**src/source/idct_settings.svh**
```systemverilog
`ifndef IDCT_SETTINGS_SVH
`define IDCT_SETTINGS_SVH

// SRAM geometry in words
`define IDCT_SRAM_AW 18
`define IDCT_SRAM_DW 16
`define IDCT_PRE_STRIDE 320
`define IDCT_POST_STRIDE 160

// Fixed point
`define IDCT_C_FRAC 12
`define IDCT_PASS1_SHIFT 8
`define IDCT_PASS2_SHIFT 16

// Block buffers and pending output addresses
`define IDCT_BUF_DEPTH 64
`define IDCT_QUEUE_DEPTH 4

`endif

```
**src/source/idct_pkg.sv**
```systemverilog
`include "idct_settings.svh"

package idct_pkg;

	typedef logic [`IDCT_SRAM_AW-1:0] sram_addr_t;
	typedef logic [`IDCT_SRAM_DW-1:0] sram_data_t;

	// Sign bit on top of the fraction
	typedef logic signed [`IDCT_C_FRAC:0] cos_t;
	typedef logic signed [15:0] coeff_t;
	typedef logic signed [31:0] acc_t;
	typedef logic [7:0] pixel_t;

	// Row in [5:3], column in [2:0]
	typedef logic [5:0] elem_idx_t;

	typedef enum logic [1:0] {FETCH_IDLE, FETCH_READ, FETCH_DRAIN} fetch_state_t;
	typedef enum logic [1:0] {STORE_IDLE, STORE_READ, STORE_WRITE, STORE_DONE} store_state_t;
	typedef enum logic [1:0] {ENG_IDLE, ENG_PASS1, ENG_WAIT_OUT, ENG_PASS2} engine_state_t;

endpackage

```
**src/source/sram_arbiter.sv**
```systemverilog
module sram_arbiter import idct_pkg::*; (
	input  logic       Clock,
	input  logic       Resetn,
	input  logic       req_a_i,
	input  logic       we_a_i,
	input  sram_addr_t addr_a_i,
	input  sram_data_t wdata_a_i,
	output logic       gnt_a_o,
	output sram_data_t rdata_a_o,
	input  logic       req_b_i,
	input  logic       we_b_i,
	input  sram_addr_t addr_b_i,
	input  sram_data_t wdata_b_i,
	output logic       gnt_b_o,
	output sram_data_t rdata_b_o,
	output sram_addr_t sram_addr_o,
	output sram_data_t sram_wdata_o,
	output logic       sram_we_n_o,
	input  sram_data_t sram_rdata_i
);

	logic prefer_b_q;
	// Read owner per stage of the port register and the SRAM
	logic [1:0] own_a_q;
	logic [1:0] own_b_q;

	assign gnt_a_o = req_a_i & (~req_b_i | ~prefer_b_q);
	assign gnt_b_o = req_b_i & (~req_a_i | prefer_b_q);

	assign rdata_a_o = own_a_q[1] ? sram_rdata_i : '0;
	assign rdata_b_o = own_b_q[1] ? sram_rdata_i : '0;

	always_ff @(posedge Clock) begin
		sram_addr_o <= gnt_b_o ? addr_b_i : addr_a_i;
		sram_wdata_o <= gnt_b_o ? wdata_b_i : wdata_a_i;
	end

	always_ff @(posedge Clock or negedge Resetn) begin
		if (!Resetn) begin
			prefer_b_q <= 1'b0;
			sram_we_n_o <= 1'b1;
			own_a_q <= '0;
			own_b_q <= '0;
		end else begin
			if (gnt_a_o)
				prefer_b_q <= 1'b1;
			else if (gnt_b_o)
				prefer_b_q <= 1'b0;
			sram_we_n_o <= ~((gnt_a_o & we_a_i) | (gnt_b_o & we_b_i));
			own_a_q <= {own_a_q[0], gnt_a_o & ~we_a_i};
			own_b_q <= {own_b_q[0], gnt_b_o & ~we_b_i};
		end
	end

	// The loser of a tie wins the next cycle if it still asks
	assert property (@(posedge Clock) disable iff (!Resetn)
		(req_a_i && req_b_i) |=>
		($past(gnt_b_o) ? (!req_a_i || gnt_a_o) : (!req_b_i || gnt_b_o)));

endmodule

```
**config.mk**
```make
export PLATFORM = sky130hd
export DESIGN_NAME = sram_arbiter
export DESIGN_NICKNAME = d
export VERILOG_FILES = /design/src/source/idct_pkg.sv /design/src/source/sram_arbiter.sv
export VERILOG_INCLUDE_DIRS = /design/src /design/src/source
export SDC_FILE = /design/constraint.sdc
export NUM_CORES = 1
export LEC_CHECK = 0
export BUFFER_PORTS_ARGS = -buffer_cell sky130_fd_sc_hd__buf_2
export CAP_MARGIN = 5
export CORE_MARGIN = 3
export CORE_UTILIZATION = 39
export DETAILED_ROUTE_END_ITERATION = 7
export PLACE_DENSITY = 0.87
export SYNTH_ARGS = -nofsm -noshare
export SYNTH_HDL_FRONTEND = slang
export SYNTH_SLANG_ARGS = --single-unit
export TNS_END_PERCENT = 10
```
**constraint.sdc**
```tcl
create_clock -name Clock -period 1.95 [get_ports Clock]
set_input_delay 0.2925 -clock Clock [delete_from_list [all_inputs] [get_ports Clock]]
set_output_delay 0.2925 -clock Clock [all_outputs]
set_load 0.01 [all_outputs]
```
==> out/metrics.csv <==
stage;metric;value;unit
outcome;status;complete, no violations;
global_route;first-pass GRT wire length;6.85;mm
power_and_ir_drop;PwrDens;804;nW/um^2
cts;CTS clk-pin slew, worst paths;0.07;ns
global_route;GR Util All Layers;0.177;
synth;yosys warns;0;
power_and_ir_drop;Reg power frac;0.446;
route;met2 WL;2.50;mm
route;drt first-iter violations;44;
setup_path;Data required, critical path;1.66;ns
die;Total Die Area;5060;sq um
setup_path;Worst Path Class, Setup;reg2out;
route;DRC Markers;0;
die;io pins;159;
power_and_ir_drop;Clock power frac;0.342;
setup_path;startpoint class of the critical path;register;
die;# rows;23;
route;top sig layer;met4;
die;DIE WIDTH;71.1;um
synth;Yosys cell types;17;
cts;clock sinks;40;
timing;Slew headroom;0.761;
setup_path;CP Capture Type;primary output;
cells_and_area;layout cells sized above 1;0.720;
synth;syn nets;210;
timing;setup repair after global routing missed its margin;no;
power_and_ir_drop;VDD IR max;0.641;mV
timing;setup TNS;0;ns
synth;area of the mapped netlist;1650;sq um
global_route;initial antenna violation count;0;
min_path;Hold Crit Class;in2reg;
die;die height;71.1;um
global_route;GR Overflow Total;0;
synth;Synth Instances;120;
power_and_ir_drop;NetSw;0.503;mW
route;Via density;4.51;
placement;I/O Buffers;158;
cts;latest clock arrival within the worst-skew pair;0.29;ns
route;DRT met1 WL;1.43;mm
timing;Worst Skew;0.00684;ns
timing;Pins Over Slew Limit;0;
cells_and_area;ANT cells;0;
power_and_ir_drop;Net Sw Frac;0.243;
placement;Placed Area;2440;sq um
cts;CTS tree;yes;
cts;Num CTS Buffers;5;
die;core box area;4060;sq um
route;Wirelength per Cell;13.8;um
cells_and_area;final instance area;2580;sq um
synth;post-synth top area cell;dfxtp_1;
cells_and_area;Layout fillers;337;
cts;Post-CTS Setup Inserts;0;
cells_and_area;Final nets;371;
cells_and_area;Syn-to-layout area delta;55.7;%
power_and_ir_drop;internal power;1.57;mW
synth;post-synthesis area per instance;13.8;sq um
route;drt first pass iters;4;
cts;Clock H-tree levels;2;
synth;synthesized flop and latch total;40;
cts;Resized cells post-CTS;0;
power_and_ir_drop;Comb pwr share;0.212;
route;DRT Wirelength;4.57;mm
timing;part of the cycle the worst path needs;0.874;
cts;clock buffer depth;2;
global_route;vias in the first global route;1530;
timing;Final Hold Fails;0;
timing;Final setup viols;0;
route;via count;1497;
global_route;largest net degree at the start of global routing;37;
placement;post-DP HPWL;3.80;mm
synth;Area contributors post-synth;dfxtp_1 41%, mux2_4 25%, and2_1 12%;
cts;root buf cell;clkbuf_8;
route;DR WL met3;566;um
timing;Slew @ Worst Pin;0.358;ns
power_and_ir_drop;Total Power;2.07;mW
timing;f_max;0.587;GHz
die;Initial Util;0.408;
setup_path;Data arrival, critical path;1.41;ns
synth;top-area cell type share of the netlist area;0.411;
placement;GP Congestion;0.735;
route;antenna viol nets, final;0;
synth;sequential-to-total area share from yosys stat;0.503;
setup_path;CP max FO;36;
timing;final critical-path required period;1.70;ns
cts;Hold Buf Count CTS;1;
run;max-capacitance violation count;0;
power_and_ir_drop;leakage;1.49;nW
==> cell usage after synthesis <==
cell,number
nor2b_1,1
dfrtp_1,5
nand2b_4,1
dfstp_2,1
inv_1,2
dfxtp_1,34
o21ai_0,1
a22oi_1,1
mux2_4,28
and2_1,32
buf_12,2
clkbuf_1,2
mux2_2,6
buf_8,1
nor2_1,1
a21boi_0,1
nand2_8,1
==> placed cells by master (no fill, tap or decap) <==
cell type / Yosys / layout
inv_1: 2 / 2
dfxtp_1: 34 / 34
dlygate4sd3_1: 0 / 1
buf_2: 0 / 158
bufinv_16: 0 / 1
clkbuf_8: 0 / 6
a22oi_1: 1 / 1
mux2_2: 6 / 6
nor2_1: 1 / 1
nand2b_4: 1 / 1
a21boi_0: 1 / 1
and2_1: 32 / 32
nand2_8: 1 / 1
o21ai_0: 1 / 1
nor2b_1: 1 / 1
clkinv_4: 0 / 1
dfstp_2: 1 / 1
mux2_4: 28 / 28
dfrtp_1: 5 / 5
==> metrics by stage <==
stage | util | instances | hold WS [ns] | setup WS, ns
floorplan | - | 120 | -0.00309 | 0.753
global placement | 0.603 | 323 | 0.121 | 0.578
detailed placement | 0.603 | 323 | 0.125 | 0.554
CTS | 0.635 | 332 | 0.165 | 0.232
global route | 0.635 | 332 | 0.172 | 0.160
finish | 0.635 | 332 | 0.172 | 0.246
==> layout make-up <==
| class | count | area (sq um) | area share |
|---|---|---|---|
| well taps | 50 | 62.6 | 0.0243 |
| repair buffers | 159 | 801 | 0.311 |
| inverters | 2 | 7.51 | 0.00291 |
| flip-flops and latches | 40 | 832 | 0.323 |
| clock buffers | 6 | 82.6 | 0.0321 |
| clock inverters | 2 | 38.8 | 0.0151 |
| multi-input cells | 73 | 752 | 0.292 |
==> registers in the layout, indices dropped and copies added (netlist names) <==
name / flops
sram_addr_o: 18
sram_wdata_o: 16
own_b_q: 2
own_a_q: 2
prefer_b_q: 1
sram_we_n_o: 1
==> critical path: stages, from the launching register on <==
cell      delay [ns]
dfrtp_1         0.39
nand2b_4        0.17
nand2_8         0.28
inv_1           0.10
buf_2           0.16
==> logic make-up after synthesis <==
| family | after synthesis | synth area share |
|---|---|---|
| DFF | 40 | 0.503 |
| AOI/OAI and AO/OA | 3 | 0.0121 |
| muxes | 34 | 0.295 |
| and+or+nand+nor | 36 | 0.148 |
| buffers and inverters | 7 | 0.0424 |
==> path summary, 6_finish.rpt <==
| check | start | to | slack, ns | cells past startpoint |
|---|---|---|---|---|
| min in group asynchronous | Resetn | own_b_q[0]$_DFF_PN0_ | 0.35 | 2 |
| max in group asynchronous | Resetn | sram_we_n_o$_DFF_PN1_ | 1.39 | 2 |
| hold reg to reg | own_b_q[0]$_DFF_PN0_ | own_b_q[1]$_DFF_PN0_ | 0.35 | 0 |
| hold / removal | we_b_i | own_b_q[0]$_DFF_PN0_ | 0.17 | 2 |
| setup / recovery | prefer_b_q$_DFFE_PN0P_ | gnt_b_o | 0.25 | 4 |
| setup reg to reg | prefer_b_q$_DFFE_PN0P_ | sram_wdata_o[15]$_DFF_P_ | 0.61 | 3 |
==> power by group through the flow <==
stage / combinational, mW / clock [mW] / sequential (mW)
global placement: 0.431 / 0 / 0.940
CTS: 0.447 / 0.720 / 0.925
floorplan: 0.213 / 0 / 0.976
detailed placement: 0.443 / 0 / 0.943
global route: 0.474 / 0.761 / 0.934
finish: 0.440 / 0.708 / 0.924
==> layer usage <==
| metal | vias up | global-route usage |
|---|---|---|
| met3 | 6 | 0.0866 |
| met5 | - | 0 |
| met1 | 670 | 0.150 |
| li1 | 714 | - |
| met2 | 107 | 0.348 |
| met4 | 0 | 0.0626 |
Note: power is estimated with default switching activity, not from simulation.
