===== src/source/idct_settings.svh =====
`ifndef IDCT_SETTINGS_SVH
`define IDCT_SETTINGS_SVH

// SRAM geometry in words
`define IDCT_SRAM_AW 18
`define IDCT_SRAM_DW 16
`define IDCT_PRE_STRIDE 320
`define IDCT_POST_STRIDE 160

// Fixed point
`define IDCT_C_FRAC 12
`define IDCT_PASS1_SHIFT 8
`define IDCT_PASS2_SHIFT 16

// Block buffers and pending output addresses
`define IDCT_BUF_DEPTH 64
`define IDCT_QUEUE_DEPTH 4

`endif


===== src/source/idct_pkg.sv =====
`include "idct_settings.svh"

package idct_pkg;

	typedef logic [`IDCT_SRAM_AW-1:0] sram_addr_t;
	typedef logic [`IDCT_SRAM_DW-1:0] sram_data_t;

	// Sign bit on top of the fraction
	typedef logic signed [`IDCT_C_FRAC:0] cos_t;
	typedef logic signed [15:0] coeff_t;
	typedef logic signed [31:0] acc_t;
	typedef logic [7:0] pixel_t;

	// Row in [5:3], column in [2:0]
	typedef logic [5:0] elem_idx_t;

	typedef enum logic [1:0] {FETCH_IDLE, FETCH_READ, FETCH_DRAIN} fetch_state_t;
	typedef enum logic [1:0] {STORE_IDLE, STORE_READ, STORE_WRITE, STORE_DONE} store_state_t;
	typedef enum logic [1:0] {ENG_IDLE, ENG_PASS1, ENG_WAIT_OUT, ENG_PASS2} engine_state_t;

endpackage


===== src/source/block_fetch.sv =====
`include "idct_settings.svh"

module block_fetch import idct_pkg::*; (
	input  logic       Clock,
	input  logic       Resetn,
	input  logic       start_i,
	input  sram_addr_t block_addr_i,
	input  logic       in_free_i,
	output logic       req_o,
	output sram_addr_t addr_o,
	input  logic       gnt_i,
	input  sram_data_t rdata_i,
	output logic       fill_we_o,
	output logic       fill_sel_o,
	output elem_idx_t  fill_idx_o,
	output coeff_t     fill_data_o,
	output logic       fill_done_o,
	output logic       busy_o
);

	fetch_state_t state_q;
	sram_addr_t base_q;
	sram_addr_t row_off_q;
	elem_idx_t idx_q;
	logic accept;
	logic xfer;
	logic fill_sel_q;
	// Tag of the read on the SRAM port, then of the word coming back
	logic tag_vld_q;
	elem_idx_t tag_idx_q;
	logic ret_vld_q;
	elem_idx_t ret_idx_q;

	assign accept = (state_q == FETCH_IDLE) && start_i && in_free_i;
	assign req_o = (state_q == FETCH_READ);
	assign xfer = req_o & gnt_i;
	assign addr_o = base_q + row_off_q + sram_addr_t'(idx_q[2:0]);
	assign busy_o = (state_q != FETCH_IDLE);

	assign fill_we_o = ret_vld_q;
	assign fill_sel_o = fill_sel_q;
	assign fill_idx_o = ret_idx_q;
	assign fill_data_o = coeff_t'(rdata_i);
	assign fill_done_o = ret_vld_q && (ret_idx_q == 6'd63);

	always_ff @(posedge Clock) begin
		if (accept)
			base_q <= block_addr_i;
		if (xfer)
			tag_idx_q <= idx_q;
		ret_idx_q <= tag_idx_q;
	end

	always_ff @(posedge Clock or negedge Resetn) begin
		if (!Resetn) begin
			state_q <= FETCH_IDLE;
			idx_q <= '0;
			row_off_q <= '0;
			tag_vld_q <= 1'b0;
			ret_vld_q <= 1'b0;
			fill_sel_q <= 1'b0;
		end else begin
			tag_vld_q <= xfer;
			ret_vld_q <= tag_vld_q;
			case (state_q)
				FETCH_IDLE: begin
					idx_q <= '0;
					row_off_q <= '0;
					if (accept)
						state_q <= FETCH_READ;
				end
				FETCH_READ: begin
					if (xfer) begin
						idx_q <= idx_q + 6'd1;
						if (idx_q[2:0] == 3'd7)
							row_off_q <= row_off_q + sram_addr_t'(`IDCT_PRE_STRIDE);
						if (idx_q == 6'd63)
							state_q <= FETCH_DRAIN;
					end
				end
				FETCH_DRAIN: begin
					if (fill_done_o) begin
						fill_sel_q <= ~fill_sel_q;
						state_q <= FETCH_IDLE;
					end
				end
				default: state_q <= FETCH_IDLE;
			endcase
		end
	end

endmodule


===== config.mk =====
export PLATFORM = sky130hd
export DESIGN_NAME = block_fetch
export DESIGN_NICKNAME = d
export VERILOG_FILES = /design/src/source/idct_pkg.sv /design/src/source/block_fetch.sv
export VERILOG_INCLUDE_DIRS = /design/src /design/src/source
export SDC_FILE = /design/constraint.sdc
export NUM_CORES = 1
export LEC_CHECK = 0
export ABC_AREA = 1
export BUFFER_PORTS_ARGS = -buffer_cell sky130_fd_sc_hd__buf_2
export CAP_MARGIN = 5
export CORE_MARGIN = 1
export CORE_UTILIZATION = 52
export CTS_CLUSTER_SIZE = 24
export DETAILED_ROUTE_END_ITERATION = 12
export PLACE_DENSITY = 0.89
export SYNTH_ARGS = -nofsm -noshare
export SYNTH_HDL_FRONTEND = slang
export SYNTH_SLANG_ARGS = --single-unit

===== constraint.sdc =====
create_clock -name Clock -period 3.05 [get_ports Clock]
set_input_delay 0.1525 -clock Clock [delete_from_list [all_inputs] [get_ports Clock]]
set_output_delay 0.1525 -clock Clock [all_outputs]
set_load 0.01 [all_outputs]

==> metrics.md, run 1 <==
| Metric | Value |
|---|---|
| Clk buf depth | `2` |
| First-pass DRT Iterations | `5` |
| Relative slew slack | `48.8%` |
| Most frequent cells in the layout | `89 x nand2_1, 51 x buf_2, 45 x inv_1` |
| RR Startpoint | `state_q[0]$_DFFE_PN0P_` |
| Initial antenna violation count | `0` |
| Critical Path AT | `2.65 ns` |
| Buffers on Ports | `51` |
| Area contributors post-synth | `edfxtp_1 23%, dfrtp_1 18%, ha_1 12%` |
| Post-Syn Nets | `439` |
| RSZ-0062 raised after global routing | `no` |
| Synth Area per Inst | `8.62 um2` |
| Power Dens Cells | `a little over 600 nW/um2` |
| Register area share after synthesis | `44.5%` |
| Initial core utilization | `53.7%` |
| Clk sinks | `53` |
| Buffers & Inverters on Critical Path | `3` |
| N_diodes | `0` |
| Most used cell, CP | `nand2_1` |
| Setup TNS | `0 ns` |
| NumNets Final | `491` |
| Gate Count Post-Synth | `369` |
| Type of the most critical hold path | `in -> reg` |
| CTS root buf | `clkbuf_8` |
| Dpl ws | `0.508 ns` |
| Cells along the critical path | `ha_1, ha_1, inv_1, fa_1, inv_1, nand2_1, a21boi_2, nand2_1, nand2_2, nand2_1, nand2_1, nand2_1, nand2_1, buf_2` |
| Peak VDD IR | `0.402 mV` |
| Total Wirelength | `6810 um` |
| # IOs | `84` |
| Via count | `2,709` |
| Hold_ws | `between 0.015 and 0.02 ns` |
| Number of synthesized register bits | `53` |
| Commonest non-fill, non-tap cell in the layout | `nand2_1` |
| Cell area after synthesis | `3180 um2` |
| Final setup fails | `0` |
| Worst setup path endpoint | `addr_o[17]` |
| Total stage count of the critical path | `14` |
| Vias in the first global route | `around 2,600` |
| Worst R2R End | `base_q[15]$_DFFE_PP_` |
| Area leader, netlist | `edfxtp_1` |
| Family with the most delay on the worst path | `adder cells` |
| Dpl cells | `479` |
| Yosys warns | `0` |
| Final Hold Vio Count | `0` |
| Crit path max fanout | `5` |
| Max cap viols | `0` |
| Critical Path Start | `idx_q[1]$_DFFE_PN0P_` |
| 1st-iter DRT viols | `between 150 and 200` |
| CP max stage delay | `between 0.4 and 0.5 ns` |
| Pwr Total | `2230 uW` |
| Period utilisation layout | `91.8%` |
| Fillers | `499` |
| Fin Clk Skew | `0.00730 ns` |
| DRC errors left | `0` |
| Area of the multi-input gates | `1460 um2` |
| Status | `finished clean` |
| Largest net degree at the start of global routing | `24` |
| Die W | `around 80 um` |
| DP HPWL | `5300 um` |
| Global-route wire length before repair | `11,200 um` |
| CP max stage cell | `dfrtp_1` |
| Reg area | `1420 um2` |
| Layout cells sized above 1 | `a little under a fifth` |
| Die Area | `6440 um2` |
| Yosys cell types | `34` |
| Static Leak | `roughly 0.0018 uW` |
| CP Launch Type | `flip-flop` |
| Worst r2r path cells | `3` |
| Fin crit period | `between 2 and 3 ns` |
| H-tree Lvls | `2` |
| Slew Viols, Final | `0` |
| Worst slew pin tran | `0.768 ns` |
| Congestion Overflow GR | `0` |
| Max Freq | `357 MHz` |
| Final WS setup | `roughly 0.25 ns` |
| Cell row count | `28` |
| R2R Setup Slk | `1.25 ns` |
| Die height | `80.2 um` |
| Via density | `roughly 5.5` |
| WP data required | `2.90 ns` |
| CP Class | `reg -> out` |
| CTS Buf Count | `5` |
| Gp weighted congestion | `around 0.9` |
| CTS tree | `built` |
| CTS clk-pin slew, worst paths | `about 0.10 ns` |
| Total global-route track usage | `between 20% and 30%` |
| Synth-to-layout area growth | `14.1%` |
| Core region area | `slightly below 6000 um2` |
| ANT nets after route | `0` |
| Share of the synthesized area in the top cell type | `22.7%` |
| Clk_lat worst skew | `0.31 ns` |
| Crit. End Element | `primary output` |
| Non-Filler Instances | `about 500` |
| DR WL/cell | `between 10 and 15 um` |
layer usage:
metal	up-vias	track usage, %	part of all wire [%]
met2	121	39.8	49
li1	1310	-	-
met1	1262	27.9	41
met3	16	5.80	7.4
met5	-	0	0
met4	0	9.64	2.0
sequential cells by signal, indices dropped and copies added, names as in the netlist:
name	cells
fill_idx_o	6
tag_idx_q	6
idx_q	6
row_off_q	12
state_q	2
fill_we_o	1
fill_sel_o	1
base_q	18
tag_vld_q	1
area by class of cell:
| type | instances | share of cell area (%) |
|---|---|---|
| clock buffer | 6 | 2.00 |
| inverter | 51 | 5.27 |
| sequential | 53 | 39.0 |
| tap | 75 | 2.59 |
| clock inverter | 2 | 1.07 |
| multi-input combinational | 249 | 40.3 |
| timing repair buffer | 61 | 9.72 |
synthesized netlist by cell type, drive strengths merged:
| library cell | number |
|---|---|
| o31ai | 1 |
| nor3 | 8 |
| nand3b | 1 |
| a21boi | 1 |
| dfrtp | 23 |
| clkinv | 1 |
| nand3 | 25 |
| o22ai | 1 |
| edfxtp | 24 |
| or2 | 1 |
| nor4 | 1 |
| inv | 50 |
| nor2 | 32 |
| xnor2 | 2 |
| a21oi | 14 |
| a22o | 3 |
| dfxtp | 6 |
| nand2 | 93 |
| nand4 | 11 |
| fa | 1 |
| ha | 30 |
| xor2 | 10 |
| o21ai | 12 |
| buf | 16 |
| o21a | 1 |
| and2 | 1 |
power by group:
part,internal (uW),switching [uW]
clock,248,230
combinational,286,492
sequential,877,99.2
total,1410,821
metrics by stage:
step / utilization [%] / area, um2
after floorplan: - / 3180
after global placement: 57.6 / 3410
after detailed placement: 57.6 / 3410
after CTS: 60.0 / 3550
after global routing: 61.3 / 3630
final: 61.3 / 3630
cells by family after synthesis:
logic type,Yosys count,synth area share [%]
flops,53,44.5
fa+ha+maj,31,12.4
xor+xnor,12,3.30
simple gates,173,24.1
buf+inv,67,9.79
compound gates,33,5.82
timing repair:
action / in CTS / in global routing
hold endpoints to repair: 25 / 6
endpoints found under the setup margin: 0 / 4
resized for setup: 0 / 3
setup buffers: 0 / 1
hold buffers: 3 / 6
worst min path at each step:
stage / end / start / cells past startpoint / slack (ns)
after detailed placement: row_off_q[11]$_DFFE_PN0P_ / Resetn / 1 / 0.16
after global routing: base_q[1]$_DFFE_PP_ / block_addr_i[1] / 1 / 0.0008
final: base_q[1]$_DFFE_PP_ / block_addr_i[1] / 1 / 0.02
after CTS: base_q[17]$_DFFE_PP_ / block_addr_i[17] / 1 / 0.004
after floorplan: fill_sel_o$_DFFE_PN0P_ / Resetn / 0 / -0.14
after global placement: row_off_q[15]$_DFFE_PN0P_ / Resetn / 1 / 0.16
(Power assumes the default switching activity.)
==> run 2: changes to the inputs <==
CORE_UTILIZATION = 48   (was 52)
PLACE_DENSITY = 0.77   (was 0.89)
clock period = 2.4 ns   (was 3.05 ns; I/O delays follow)
==> metrics.md, run 2 (synthesis gave the netlist of run 1 again) <==
| Metric | Value |
|---|---|
| Global-route wire length before repair | `11,300 um (+0.80%)` |
| Slew Viols, Final | `0 (unchanged)` |
| Die height | `83.4 um (+4.0%)` |
| CP Launch Type | `flip-flop` |
| Crit. End Element | `primary output` |
| Buffers & Inverters on Critical Path | `3 (unchanged)` |
| Max cap viols | `0 (unchanged)` |
| Die W | `83.4 um (+4.0%)` |
| Worst slew pin tran | `0.546 ns (-0.222 ns)` |
| Final setup fails | `5 (+5)` |
| M1 wire length | `3090 um (+9.3%)` |
| Max reg flops | `18 (unchanged)` |
| Total Wirelength | `6950 um (+2.1%)` |
| Critical Path AT | `2.38 ns (-0.27 ns)` |
| Core region area | `6390 um2 (+7.9%)` |
| Non-Filler Instances | `516 (+3.8%)` |
| N_diodes | `0 (unchanged)` |
| 1st-iter DRT viols | `140 (-26%)` |
| CP Class | `reg -> out` |
| Fin Clk Skew | `0.00980 ns (+0.00251 ns)` |
| Buffers on Ports | `51 (unchanged)` |
| Clk sinks | `53 (unchanged)` |
| Biggest regs | `base_q x18, row_off_q x12` |
| Cells along the critical path | `ha_1, ha_2, inv_2, fa_2, inv_2, nand2_2, a21boi_2, nand2_2, nand2_4, nand2_2, nand2_2, nand2_1, nand2_1, buf_2` |
| Total global-route track usage | `20.4% (-3.0 points)` |
| Via count | `2,661 (-1.8%)` |
| H-tree Lvls | `2 (unchanged)` |
| Peak VDD IR | `0.657 mV (+64%)` |
| Max Freq | `between 400 and 500 MHz` |
| Period utilisation layout | `104%` |
| Status | `finished with violations` |
| DR WL/cell | `13.5 um (-1.6%)` |
| CTS root buf | `clkbuf_8` |
| ANT nets after route | `0 (unchanged)` |
| Design Area, Final | `3890 um2 (+7.3%)` |
| Family with the most delay on the worst path | `adder cells` |
| Most frequent cells in the layout | `81 x nand2_1, 51 x buf_2, 43 x inv_1` |
| # IOs | `84 (unchanged)` |
| DRC errors left | `0 (unchanged)` |
| Critical Path Start | `idx_q[1]$_DFFE_PN0P_` |
| CTS tree | `built` |
| Most used cell, CP | `nand2_2` |
| Gp weighted congestion | `0.836 (-4.6%)` |
| DP HPWL | `5060 um (-4.4%)` |
| Failing checks | `negative setup slack` |
| Power Dens Cells | `743 nW/um2 (+21%)` |
| CP max stage delay | `0.39 ns (-0.05 ns)` |
| Initial antenna violation count | `0 (unchanged)` |
| CTS clk-pin slew, worst paths | `0.10 ns (about the same)` |
| Dpl cells | `485 (+1.3%)` |
| Vias in the first global route | `2,510 (-2.0%)` |
| Static Leak | `0.00191 uW (+3.8%)` |
| Cell row count | `29 (+3.6%)` |
| CP max stage cell | `dfrtp_1` |
| Top routing layer used | `met4` |
| Area after DPL | `3440 um2 (+0.95%)` |
| NumNets Final | `508 (+3.5%)` |
| Fin crit period | `about 2.5 ns` |
| WP data required | `2.28 ns (-0.62 ns)` |
| Fillers | `558 (+12%)` |
| Congestion Overflow GR | `0 (unchanged)` |
| Clk_lat worst skew | `0.31 ns (about the same)` |
| Hold wc startpoint | `start_i` |
| Crit path max fanout | `3 (-2)` |
| Final Hold Vio Count | `0 (unchanged)` |
| Final WS setup | `-0.0997 ns (-0.351 ns)` |
| RSZ-0062 raised after global routing | `yes` |
| CTS Buf Count | `5 (unchanged)` |
| Top reg by flops | `base_q` |
| Largest net degree at the start of global routing | `24 (unchanged)` |
| Via density | `5.16 (-5.4%)` |
| Setup TNS | `-0.283 ns (-0.283 ns)` |
| RR Startpoint | `idx_q[1]$_DFFE_PN0P_` |
| Initial core utilization | `49.8% (-3.9 points)` |
| Type of the most critical hold path | `in -> reg` |
| Relative slew slack | `63.6% (+15 points)` |
| Die Area | `6960 um2 (+8.1%)` |
| WL met2 | `3490 um (+4.2%)` |
| Clk buf depth | `2 (unchanged)` |
| Synth-to-layout area growth | `22.4%` |
| First-pass DRT Iterations | `4 (-1)` |
| Commonest non-fill, non-tap cell in the layout | `nand2_1` |
| Routed met3 length | `323 um (-36%)` |
| Layout cells sized above 1 | `24.1% (+6.1 points)` |
[run 2: worst reg2reg max path, cell delays in order, from the launching register on]
cell and delay (ns):
dfrtp_1 0.39, buf_4 0.15, ha_1 0.22, ha_1 0.21
nand4_2 0.15, nand2_4 0.12, nand2_2 0.12, nor2_2 0.04
a21oi_1 0.12, nor2_1 0.05
[run 2: worst paths after layout]
path                                        endpoint  slack, ns  cells after the start
min in group asynchronous  row_off_q[15]$_DFFE_PN0P_       0.34                      2
setup / recovery                          addr_o[17]       -0.1                     14
hold / removal                state_q[0]$_DFFE_PN0P_        0.1                      3
hold reg to reg                fill_idx_o[2]$_DFF_P_       0.36                      0
setup reg to reg           row_off_q[11]$_DFFE_PN0P_       0.73                      9
max in group asynchronous     state_q[1]$_DFFE_PN0P_       1.69                      2
[run 2: where the power goes]
part	internal [uW]	switching [uW]
Combinational	477	693
Clock	208	294
Sequential	1110	108
Total	1800	1090
[run 2: timing repair]
item / CTS / global route
setup endpoints to repair: 9 / 12
pin swaps: 5 / 6
endpoints found under the hold margin: 41 / 0
hold buffers: 19 / 0
setup buffers: 1 / 3
resized for setup: 14 / 15
[run 2: final cells by class]
cell class,count,area [um2],share of cell area [%]
Inverter,51,191,4.91
Multi-Input combinational cell,249,1600,41.0
Timing Repair Buffer,78,505,13.0
Sequential cell,53,1420,36.4
Clock buffer,6,72.6,1.86
Tap cell,77,96.3,2.47
Clock inverter,2,16.3,0.418
[run 2: metrics by stage]
step / util (%) / hold slack [ns] / power (uW) / setup slack [ns]
2_1_floorplan: - / -0.176 / 1890 / 0.267
6_report: 61.0 / 0.0972 / 2890 / -0.0997
5_1_grt: 61.0 / 0.115 / 3080 / -0.281
4_1_cts: 59.1 / 0.0922 / 2810 / -0.135
3_5_place_dp: 53.9 / 0.133 / 2240 / 0.0258
3_3_place_gp: 53.9 / 0.143 / 2200 / 0.110
[run 2: per-layer routing]
| metal | GRT usage [%] | up-vias |
|---|---|---|
| li1 | - | 1346 |
| met4 | 4.78 | 0 |
| met5 | 0 | - |
| met2 | 33.9 | 72 |
| met1 | 27.0 | 1235 |
| met3 | 4.87 | 8 |
