### src/source/idct_settings.svh
`ifndef IDCT_SETTINGS_SVH
`define IDCT_SETTINGS_SVH

// SRAM geometry in words
`define IDCT_SRAM_AW 18
`define IDCT_SRAM_DW 16
`define IDCT_PRE_STRIDE 320
`define IDCT_POST_STRIDE 160

// Fixed point
`define IDCT_C_FRAC 12
`define IDCT_PASS1_SHIFT 8
`define IDCT_PASS2_SHIFT 16

// Block buffers and pending output addresses
`define IDCT_BUF_DEPTH 64
`define IDCT_QUEUE_DEPTH 4

`endif

### src/source/idct_pkg.sv
`include "idct_settings.svh"

package idct_pkg;

	typedef logic [`IDCT_SRAM_AW-1:0] sram_addr_t;
	typedef logic [`IDCT_SRAM_DW-1:0] sram_data_t;

	// Sign bit on top of the fraction
	typedef logic signed [`IDCT_C_FRAC:0] cos_t;
	typedef logic signed [15:0] coeff_t;
	typedef logic signed [31:0] acc_t;
	typedef logic [7:0] pixel_t;

	// Row in [5:3], column in [2:0]
	typedef logic [5:0] elem_idx_t;

	typedef enum logic [1:0] {FETCH_IDLE, FETCH_READ, FETCH_DRAIN} fetch_state_t;
	typedef enum logic [1:0] {STORE_IDLE, STORE_READ, STORE_WRITE, STORE_DONE} store_state_t;
	typedef enum logic [1:0] {ENG_IDLE, ENG_PASS1, ENG_WAIT_OUT, ENG_PASS2} engine_state_t;

endpackage

### src/source/block_store.sv
`include "idct_settings.svh"

module block_store import idct_pkg::*; (
	input  logic       Clock,
	input  logic       Resetn,
	input  logic       cmd_push_i,
	input  sram_addr_t cmd_addr_i,
	input  logic       out_valid_i,
	output elem_idx_t  rd_idx_o,
	input  pixel_t     rd_pixel_i,
	output logic       out_taken_o,
	output logic       req_o,
	output sram_addr_t addr_o,
	output sram_data_t wdata_o,
	input  logic       gnt_i,
	output logic       done_o
);

	localparam int PTR_W = $clog2(`IDCT_QUEUE_DEPTH);

	store_state_t state_q;
	sram_addr_t queue_q [`IDCT_QUEUE_DEPTH];
	logic [PTR_W-1:0] wr_ptr_q;
	logic [PTR_W-1:0] rd_ptr_q;
	// Row in [4:2], word within the row in [1:0]
	logic [4:0] word_q;
	sram_addr_t row_off_q;
	pixel_t hi_q;

	assign rd_idx_o = {word_q, state_q == STORE_WRITE};
	assign req_o = (state_q == STORE_WRITE);
	assign addr_o = queue_q[rd_ptr_q] + row_off_q + sram_addr_t'(word_q[1:0]);
	// Even column in the upper byte
	assign wdata_o = {hi_q, rd_pixel_i};
	assign out_taken_o = (state_q == STORE_DONE);

	always_ff @(posedge Clock) begin
		if (cmd_push_i)
			queue_q[wr_ptr_q] <= cmd_addr_i;
		if (state_q == STORE_READ)
			hi_q <= rd_pixel_i;
	end

	always_ff @(posedge Clock or negedge Resetn) begin
		if (!Resetn) begin
			state_q <= STORE_IDLE;
			wr_ptr_q <= '0;
			rd_ptr_q <= '0;
			word_q <= '0;
			row_off_q <= '0;
			done_o <= 1'b0;
		end else begin
			done_o <= (state_q == STORE_DONE);
			if (cmd_push_i)
				wr_ptr_q <= wr_ptr_q + 1'b1;
			case (state_q)
				STORE_IDLE: begin
					word_q <= '0;
					row_off_q <= '0;
					if (out_valid_i)
						state_q <= STORE_READ;
				end
				STORE_READ: state_q <= STORE_WRITE;
				STORE_WRITE: begin
					if (gnt_i) begin
						word_q <= word_q + 5'd1;
						if (word_q[1:0] == 2'd3)
							row_off_q <= row_off_q + sram_addr_t'(`IDCT_POST_STRIDE);
						state_q <= (word_q == 5'd31) ? STORE_DONE : STORE_READ;
					end
				end
				STORE_DONE: begin
					rd_ptr_q <= rd_ptr_q + 1'b1;
					state_q <= STORE_IDLE;
				end
				default: state_q <= STORE_IDLE;
			endcase
		end
	end

endmodule

### config.mk
export PLATFORM = sky130hd
export DESIGN_NAME = block_store
export DESIGN_NICKNAME = d
export VERILOG_FILES = /design/src/source/idct_pkg.sv /design/src/source/block_store.sv
export VERILOG_INCLUDE_DIRS = /design/src /design/src/source
export SDC_FILE = /design/constraint.sdc
export NUM_CORES = 1
export LEC_CHECK = 0
export ABC_CLOCK_PERIOD_IN_PS = 3800
export BUFFER_PORTS_ARGS = -buffer_cell sky130_fd_sc_hd__buf_4
export CELL_PAD_IN_SITES_DETAIL_PLACEMENT = 1
export CELL_PAD_IN_SITES_GLOBAL_PLACEMENT = 2
export CORE_ASPECT_RATIO = 0.7
export CORE_MARGIN = 10
export CORE_UTILIZATION = 25
export DETAILED_ROUTE_END_ITERATION = 12
export PLACE_DENSITY = 0.54
export SYNTH_ARGS = -nofsm -noshare
export SYNTH_HDL_FRONTEND = slang
export SYNTH_SLANG_ARGS = --single-unit
### constraint.sdc
create_clock -name Clock -period 3.8 [get_ports Clock]
set_input_delay 0.19 -clock Clock [delete_from_list [all_inputs] [get_ports Clock]]
set_output_delay 0.19 -clock Clock [all_outputs]
set_load 0.01 [all_outputs]
==> results of run 1 <==
## path summary, 6_finish.rpt
check,end,cells past startpoint
max,addr_o[15],11
min,queue_q[1][3],1
max reg2reg,hi_q[1],1
min reg2reg,wr_ptr_q[0],1
max in group asynchronous,rd_ptr_q[0],2
min in group asynchronous,row_off_q[8],2
## metrics by stage
stage                     power [W]  instance area [um2]  std cells
after global routing        0.00478                 6460        723
final                       0.00446                 6460        723
after floorplan             0.00272                 5220        365
after detailed placement    0.00352                 6010        698
after global placement      0.00351                 6010        698
after CTS                   0.00452                 6420        722
## power groups by stage
| stage | registers, W | logic, W | clock network, W |
|---|---|---|---|
| floorplan | 0.00156 | 0.00116 | 0 |
| global placement | 0.00162 | 0.00189 | 0 |
| detailed placement | 0.00163 | 0.00190 | 0 |
| CTS | 0.00161 | 0.00192 | 0.000994 |
| global route | 0.00163 | 0.00211 | 0.00104 |
| finish | 0.00160 | 0.00189 | 0.000964 |
## state kept, by name, indices dropped and copies added, names as in the netlist
name       cells
queue_q       72
state_q        2
word_q         5
rd_ptr_q       2
hi_q           8
wr_ptr_q       2
row_off_q     13
done_o         1
## cell usage after synthesis, drive strengths merged (2+ instances only)
cell / count / area share [%]
a211oi: 2 / 0.53
a21o: 5 / 0.72
a21oi: 16 / 1.5
a22o: 12 / 2.0
a311oi: 2 / 0.34
and2: 6 / 0.72
and3: 3 / 0.36
buf: 16 / 2.1
clkbuf: 3 / 0.22
dfrtp: 25 / 12
edfxtp: 80 / 46
ha: 37 / 8.9
inv: 11 / 0.79
mux4: 18 / 7.8
nand2: 21 / 1.6
nand2b: 6 / 0.72
nand4: 4 / 0.48
nor2: 13 / 0.94
nor2b: 4 / 0.48
nor3: 4 / 0.38
o211ai: 4 / 0.58
o21a: 2 / 0.29
o21ai: 20 / 1.9
o31ai: 3 / 0.43
xnor2: 9 / 1.5
xor2: 16 / 2.7
## layout make-up
class	instances	area share, %
inverters	11	0.639
repair buffers	85	10.3
multi-input cells	230	31.9
clock buffers	9	3.49
clock inverters	7	1.38
well taps	276	5.35
flip-flops and latches	105	46.9
## critical path: cells and delay by family, from the launching register on
family	cells	cell delay [ns]
adder cells (fa/ha/maj)	3	0.91
AND/OR/NAND/NOR	2	0.35
flip-flops	1	0.41
buffers and inverters	2	0.24
AO/OA/AOI/OAI	3	0.59
multiplexers	1	0.50
## metal layers
metal	wire [um]	share of wire [%]	vias up	GRT usage [%]
met5	0	0	-	0
met4	104	0.77	0	2.40
met3	539	4.0	10	2.83
met2	6220	46	42	15.3
met1	6610	49	1664	14.0
li1	-	-	1536	-
## cell families (layout without fill, tap and decap cells)
group,after synthesis,in the layout
fa+ha+maj,38,38
mux,20,20
compound gates,73,73
simple gates,71,71
flops,105,105
buf+inv,30,112
xor+xnor,25,25
other cells,1,3
## timing repair
item / in CTS / in global routing
resized for setup: 2 / 6
setup endpoints to repair: 2 / 6
hold endpoints to repair: 32 / 1
pin swaps: 0 / 2
hold buffers: 8 / 1
==> metrics.md, run 1 <==
| Metric | Value |
|---|---|
| Num CTS Buffers | 9 |
| Final min period | 3.57 ns |
| Synth Area in XOR/XNOR | 4.20% |
| Mux contribution to synthesized area | 8.19% |
| Die area | 27,100 um2 |
| Min Hold Slack | 0.0185 ns |
| Worst path max stage delay | 0.50 ns |
| # IOs | 74 |
| Clock network power share | 21.6% |
| Largest net degree at the start of global routing | 26 |
| Mapped Cells | 363 |
| Storage cell area | 3030 um2 |
| Final worst slack | 0.233 ns |
| Crit Path Category | reg -> out |
| Slew Viols, Final | 0 |
| Crit Path Max Fanout | 4 |
| Outcome | finished, final reports clean |
| Critical Path AT | 3.38 ns |
| Post-synth EDFFs | 80 |
| Core Util, Final | 31.4% |
| Vias in the first global route | 3,557 |
| NetSw | 0.00166 W |
| Synth Area per Inst | 14.4 um2 |
| Area of the multi-input gates | 2060 um2 |
| VDD IR max | 257 uV |
| Setup Skew | 0.0143 ns |
| I/O Buffers | 73 |
| Post-synthesis adder-cell area fraction | 9.27% |
| Die height | 141 um |
| TritonCTS Sinks | 105 |
| Routed length per instance | 18.6 um |
| Starting Density | 25.3% |
| Combinational family with the most area after synthesis | compound AO/OA/AOI/OAI gates |
| CTS HTree Levels | 3 |
| RD Place Congestion | 0.735 |
| Leak pwr | 2.57 nW |
| DR vias | 3,252 |
| # rows | 44 |
| CTS tree | yes |
| Router iterations before antenna repair | 4 |
| Worst-Skew Late Latency | 0.37 ns |
| Unique masters post-synth | 52 |
| Post-synth top flop | edfxtp_1 |
| Antenna-violating nets left | 0 |
| Vias/cell | 4.50 |
| Fill count | 2,205 |
| Placeable Area | 20,600 um2 |
| Antenna fix cells | 0 |
| PwrDens | 690 nW/um2 |
| Crit end category | primary output |
| Area grow syn2layout | 23.9% |
| Hold crit path type | in -> reg |
| Post-CTS Setup Inserts | 0 |
| WP data required | 3.61 ns |
| WL final | 13.5 mm |
| First-pass GRT wire length | 21.0 mm |
| Final net count | 511 |
| Clock root buffer | clkbuf_16 |
| Sequential Power Share | 36.0% |
| Pre-CTS setup slack | 0.395 ns |
| Post-Synth Simple-Gate Area | 7.11% |
| Yosys reg bits | 105 |
| Max_cap viols | 0 |
| CP Launch Point | rd_ptr_q[0] |
| GR Overflow Total | 0 |
| Critical Path Most Common Cell | ha_1 |
| Slowest stage cell on the critical path | mux4_2 |
| Post-DP HPWL | 9.99 mm |
| DIE WIDTH | 193 um |
| Comb power frac | 42.4% |
| HP Start | cmd_addr_i[3] |
| Share of cells above drive strength 1 | 27.1% |
| Post-synthesis compound-gate area fraction | 9.96% |
| DRC viols | 0 |
| CP startpoint kind | flip-flop |
| CTS clk-pin slew, worst paths | 0.09 ns |
| Clk buf depth | 2 |
| Fmax | 280 MHz |
| Most frequent cells in the layout | edfxtp_1, buf_4, ha_1, dfrtp_1, o21ai_0 |
| Total Neg Setup Slack | 0 ns |
| DRT iter0 DRCs | 128 |
| Int Pwr | 0.00280 W |
| Commonest non-fill, non-tap cell in the layout | edfxtp_1 |
| Post-synthesis cell area | 5210 um2 |
| Period Utilization, post-route | 93.9% |
| Total GRT Usage | 10.1% |
| Sequential fraction of the synthesis area | 58.1% |
| Reg-to-reg setup timing slack | 1.79 ns |
| Endpoints failing hold | 0 |
| Final setup viols | 0 |
| Crit-path cells | mux4_2, ha_1, ha_1, inv_1, fa_1, nand2b_4, a21oi_4, o21ai_0, nor4b_1, a311oi_1, buf_4 |
| Relative slew margins | 26.9% |
| Sw frac | 37.2% |
| YS warnings | 0 |
| Initial antenna violation count | 0 |
| R2R Path Start | state_q[0] |
| Post-synth ARST share | 23.8% |
| Actual slew at the worst max-slew pin | 1.10 ns |
Power figures use the tool's default switching activity.
==> run 2: changes to the inputs <==
- ABC_AREA: not set -> 1
- PLACE_DENSITY: 0.54 -> 0.59
==> metrics.md, run 2 <==
| Metric | Value |
|---|---|
| Outcome | finished, final reports clean (unchanged) |
| RSZ-0062 raised after global routing | false |
| I/O Buffers | 73 (unchanged) |
| Routed length per instance | 16.9 um (was 18.6 um) |
| Die height | 144 um (was 141 um) |
| Total GRT Usage | 11.6% (was 10.1%) |
| PwrDens | 787 nW/um2 (was 690 nW/um2) |
| VDD IR max | 323 uV (was 257 uV) |
| # IOs | 74 (unchanged) |
| Vias/cell | 4.40 (was 4.50) |
| Top-count cell post-synth | nand2_1 (was edfxtp_1) |
| CTS HTree Levels | 3 (unchanged) |
| Leak pwr | 3.02 nW (was 2.57 nW) |
| Clock root buffer | clkbuf_16 (unchanged) |
| Slew Viols, Final | 0 (unchanged) |
| Area of the multi-input gates | 2060 um2 (about the same) |
| Cell taking the most area after synthesis | edfxtp_1 (unchanged) |
| YS warnings | 0 (unchanged) |
| Endpoints failing hold | 0 (unchanged) |
| Largest register FFs | 72 (unchanged) |
| Sequential fraction of the synthesis area | 55.0% (was 58.1%) |
| DRC viols | 0 (unchanged) |
| Post-DP HPWL | 12.5 mm (was 9.99 mm) |
| Total Neg Setup Slack | 0 ns (unchanged) |
| Num CTS Buffers | 9 (unchanged) |
| Clk buf depth | 2 (unchanged) |
| Commonest non-fill, non-tap cell in the layout | nand2_1 (was edfxtp_1) |
| Fill count | 2,483 (was 2,205) |
| RD Place Congestion | 0.762 (was 0.735) |
| Reg-to-reg setup timing slack | 1.99 ns (was 1.79 ns) |
| GR Overflow Total | 0 (unchanged) |
| DRT iter0 DRCs | 194 (was 128) |
| Fmax | 290 MHz (was 280 MHz) |
| Storage cell area | 3030 um2 (about the same) |
| Synth Area per Inst | 9.39 um2 (was 14.4 um2) |
| Vias in the first global route | 4,365 (was 3,557) |
| Critical Path AT | 3.25 ns (was 3.38 ns) |
| Max_cap viols | 0 (unchanged) |
| Final setup viols | 0 (unchanged) |
| Period Utilization, post-route | 90.6% (was 93.9%) |
| First-pass GRT wire length | 25.2 mm (was 21.0 mm) |
| Biggest register | queue_q (unchanged) |
| TritonCTS Sinks | 105 (unchanged) |
| Synth area leaders | edfxtp_1, dfrtp_1, nand2_1, ha_1, inv_1 (was edfxtp_1, dfrtp_1, ha_1, mux4_2, xor2_1) |
| Relative slew margins | 38.7% (was 26.9%) |
| Router iterations before antenna repair | 6 (was 4) |
| # rows | 45 (was 44) |
| Worst-Skew Late Latency | 0.35 ns (was 0.37 ns) |
| Crit Path Category | reg -> out (unchanged) |
| CTS clk-pin slew, worst paths | 0.08 ns (was 0.09 ns) |
| Unique masters post-synth | 34 (was 52) |
| Registers with the most flip-flops | queue_q x72, row_off_q x13, hi_q x8 (unchanged) |
| Pre-CTS setup slack | 0.738 ns (was 0.395 ns) |
| Largest net degree at the start of global routing | 38 (was 26) |
| Post_cts resized | 0 (was 2) |
| Setup Skew | 0.00731 ns (was 0.0143 ns) |
| Final instance area | 6650 um2 (was 6460 um2) |
| Most frequent cells in the layout | nand2_1, edfxtp_1, inv_1, buf_4, nor2_1 (was edfxtp_1, buf_4, ha_1, dfrtp_1, o21ai_0) |
| Post-synth top flop | edfxtp_1 (unchanged) |
| Top cells by count, synth | nand2_1, edfxtp_1, inv_1, nor2_1, o21ai_0 (was edfxtp_1, ha_1, dfrtp_1, o21ai_0, nand2_1) |
| Starting Density | 25.4% (was 25.3%) |
| Mapped Cells | 587 (was 363) |
| Post-synth EDFFs | 80 (unchanged) |
| Crit Path Max Fanout | 22 (was 4) |
| Actual slew at the worst max-slew pin | 0.918 ns (was 1.10 ns) |
| Crit end category | primary output (unchanged) |
| Post-synthesis cell area | 5510 um2 (was 5210 um2) |
| Post-Place Cells | 927 (was 698) |
| Area grow syn2layout | 20.7% (was 23.9%) |
| Share of cells above drive strength 1 | 15.7% (was 27.1%) |
| WP data required | 3.61 ns (about the same) |
| Final worst slack | 0.355 ns (was 0.233 ns) |
| Antenna-violating nets left | 0 (unchanged) |
| Initial antenna violation count | 0 (unchanged) |
| Non-filler cells, final | 945 (was 723) |
| Post-DP Area | 6320 um2 (was 6010 um2) |
| DR vias | 4,157 (was 3,252) |
| Yosys reg bits | 105 (unchanged) |
| Die area | 28,500 um2 (was 27,100 um2) |
| CP startpoint kind | flip-flop (unchanged) |
| Post-synth ARST share | 23.8% (unchanged) |
| DIE WIDTH | 197 um (was 193 um) |
| Area share of the largest cell type after synthesis | 43.6% (was 46.1%) |
| Final min period | 3.44 ns (was 3.57 ns) |
| CTS tree | yes (unchanged) |
| Antenna fix cells | 0 (unchanged) |
| WL final | 16.0 mm (was 13.5 mm) |
| Hold crit path type | in -> reg (unchanged) |
| Placeable Area | 21,700 um2 (was 20,600 um2) |
| Final net count | 727 (was 511) |
[run 2: changes by cell type after synthesis, moves of 9 or more]
cell	previous run	this run
nand3_1	1	25
nand2_1	19	142
o22ai_1	0	16
xor2_1	16	7
mux4_2	18	0
nor2_1	13	61
a22o_1	12	1
o21ai_0	20	43
inv_1	11	77
[run 2: path summary, 6_finish.rpt]
kind | start | end | cells past startpoint
setup / recovery | rd_ptr_q[0] | addr_o[17] | 15
hold / removal | rd_pixel_i[1] | hi_q[1] | 1
setup reg to reg | word_q[0] | row_off_q[7] | 7
hold reg to reg | word_q[4] | word_q[4] | 1
max in group asynchronous | Resetn | rd_ptr_q[0] | 2
min in group asynchronous | Resetn | wr_ptr_q[0] | 2
[run 2: layer usage]
layer  track usage [%]  wire length [um]  vias up
met5                 0                 0        -
met4              2.30               108        0
met3              2.62               601        7
met2              17.3              6970       61
met1              16.7              8310     2011
li1                  -                 -     2078
[run 2: logic make-up (layout without fill, tap and decap cells)]
| group | Yosys count | after routing | share of synthesized area [%] |
|---|---|---|---|
| flip-flops | 105 | 105 | 54.9 |
| adder cells (fa/ha/maj) | 38 | 38 | 8.76 |
| AO/OA/AOI/OAI | 80 | 80 | 8.04 |
| other | 1 | 3 | 0.0681 |
| XOR/XNOR | 10 | 10 | 1.59 |
| multiplexers | 1 | 1 | 0.182 |
| AND/OR/NAND/NOR | 250 | 250 | 18.6 |
| buffers and inverters | 102 | 176 | 7.79 |
[run 2: cell type report]
cell class | count | area share (%)
multi-input combinational | 382 | 31.0
timing repair buffer | 79 | 9.00
clock buffer | 9 | 3.39
tap | 282 | 5.31
inverter | 81 | 4.57
sequential | 105 | 45.5
clock inverter | 7 | 1.20
[run 2: power by group]
group	switching, W	total, W	internal (W)	leakage, nW
Sequential	0.000121	0.00161	0.00149	1.07
Clock	0.000481	0.000954	0.000473	0.146
Combinational	0.00170	0.00267	0.000969	1.80
Total	0.00230	0.00523	0.00293	3.02
[run 2: timing repair]
action | CTS | global route
buffers inserted | 0 | 0
hold endpoints to repair | 25 | 1
hold buffers | 1 | 1
[run 2: metrics by stage]
step	utilization (%)	hold WS, ns	power, W
after floorplan	-	-0.106	0.00319
after global placement	29.2	0.141	0.00434
after detailed placement	29.2	0.147	0.00437
after CTS	30.6	0.00187	0.00534
after global routing	30.7	0.00212	0.00573
final	30.7	0.0191	0.00523
[run 2: critical path, cell delays in order, from the launching register on]
cell and delay [ns]:
dfrtp_1 0.39, inv_2 0.29, buf_4 0.28, o21ai_0 0.11, o22ai_1 0.26, ha_1 0.30
ha_1 0.38, nand2_1 0.15, inv_1 0.07, nand2_1 0.07, nand2_1 0.07, a21oi_1 0.19
nand2_1 0.08, nand2_1 0.06, nand2_1 0.07, buf_4 0.15
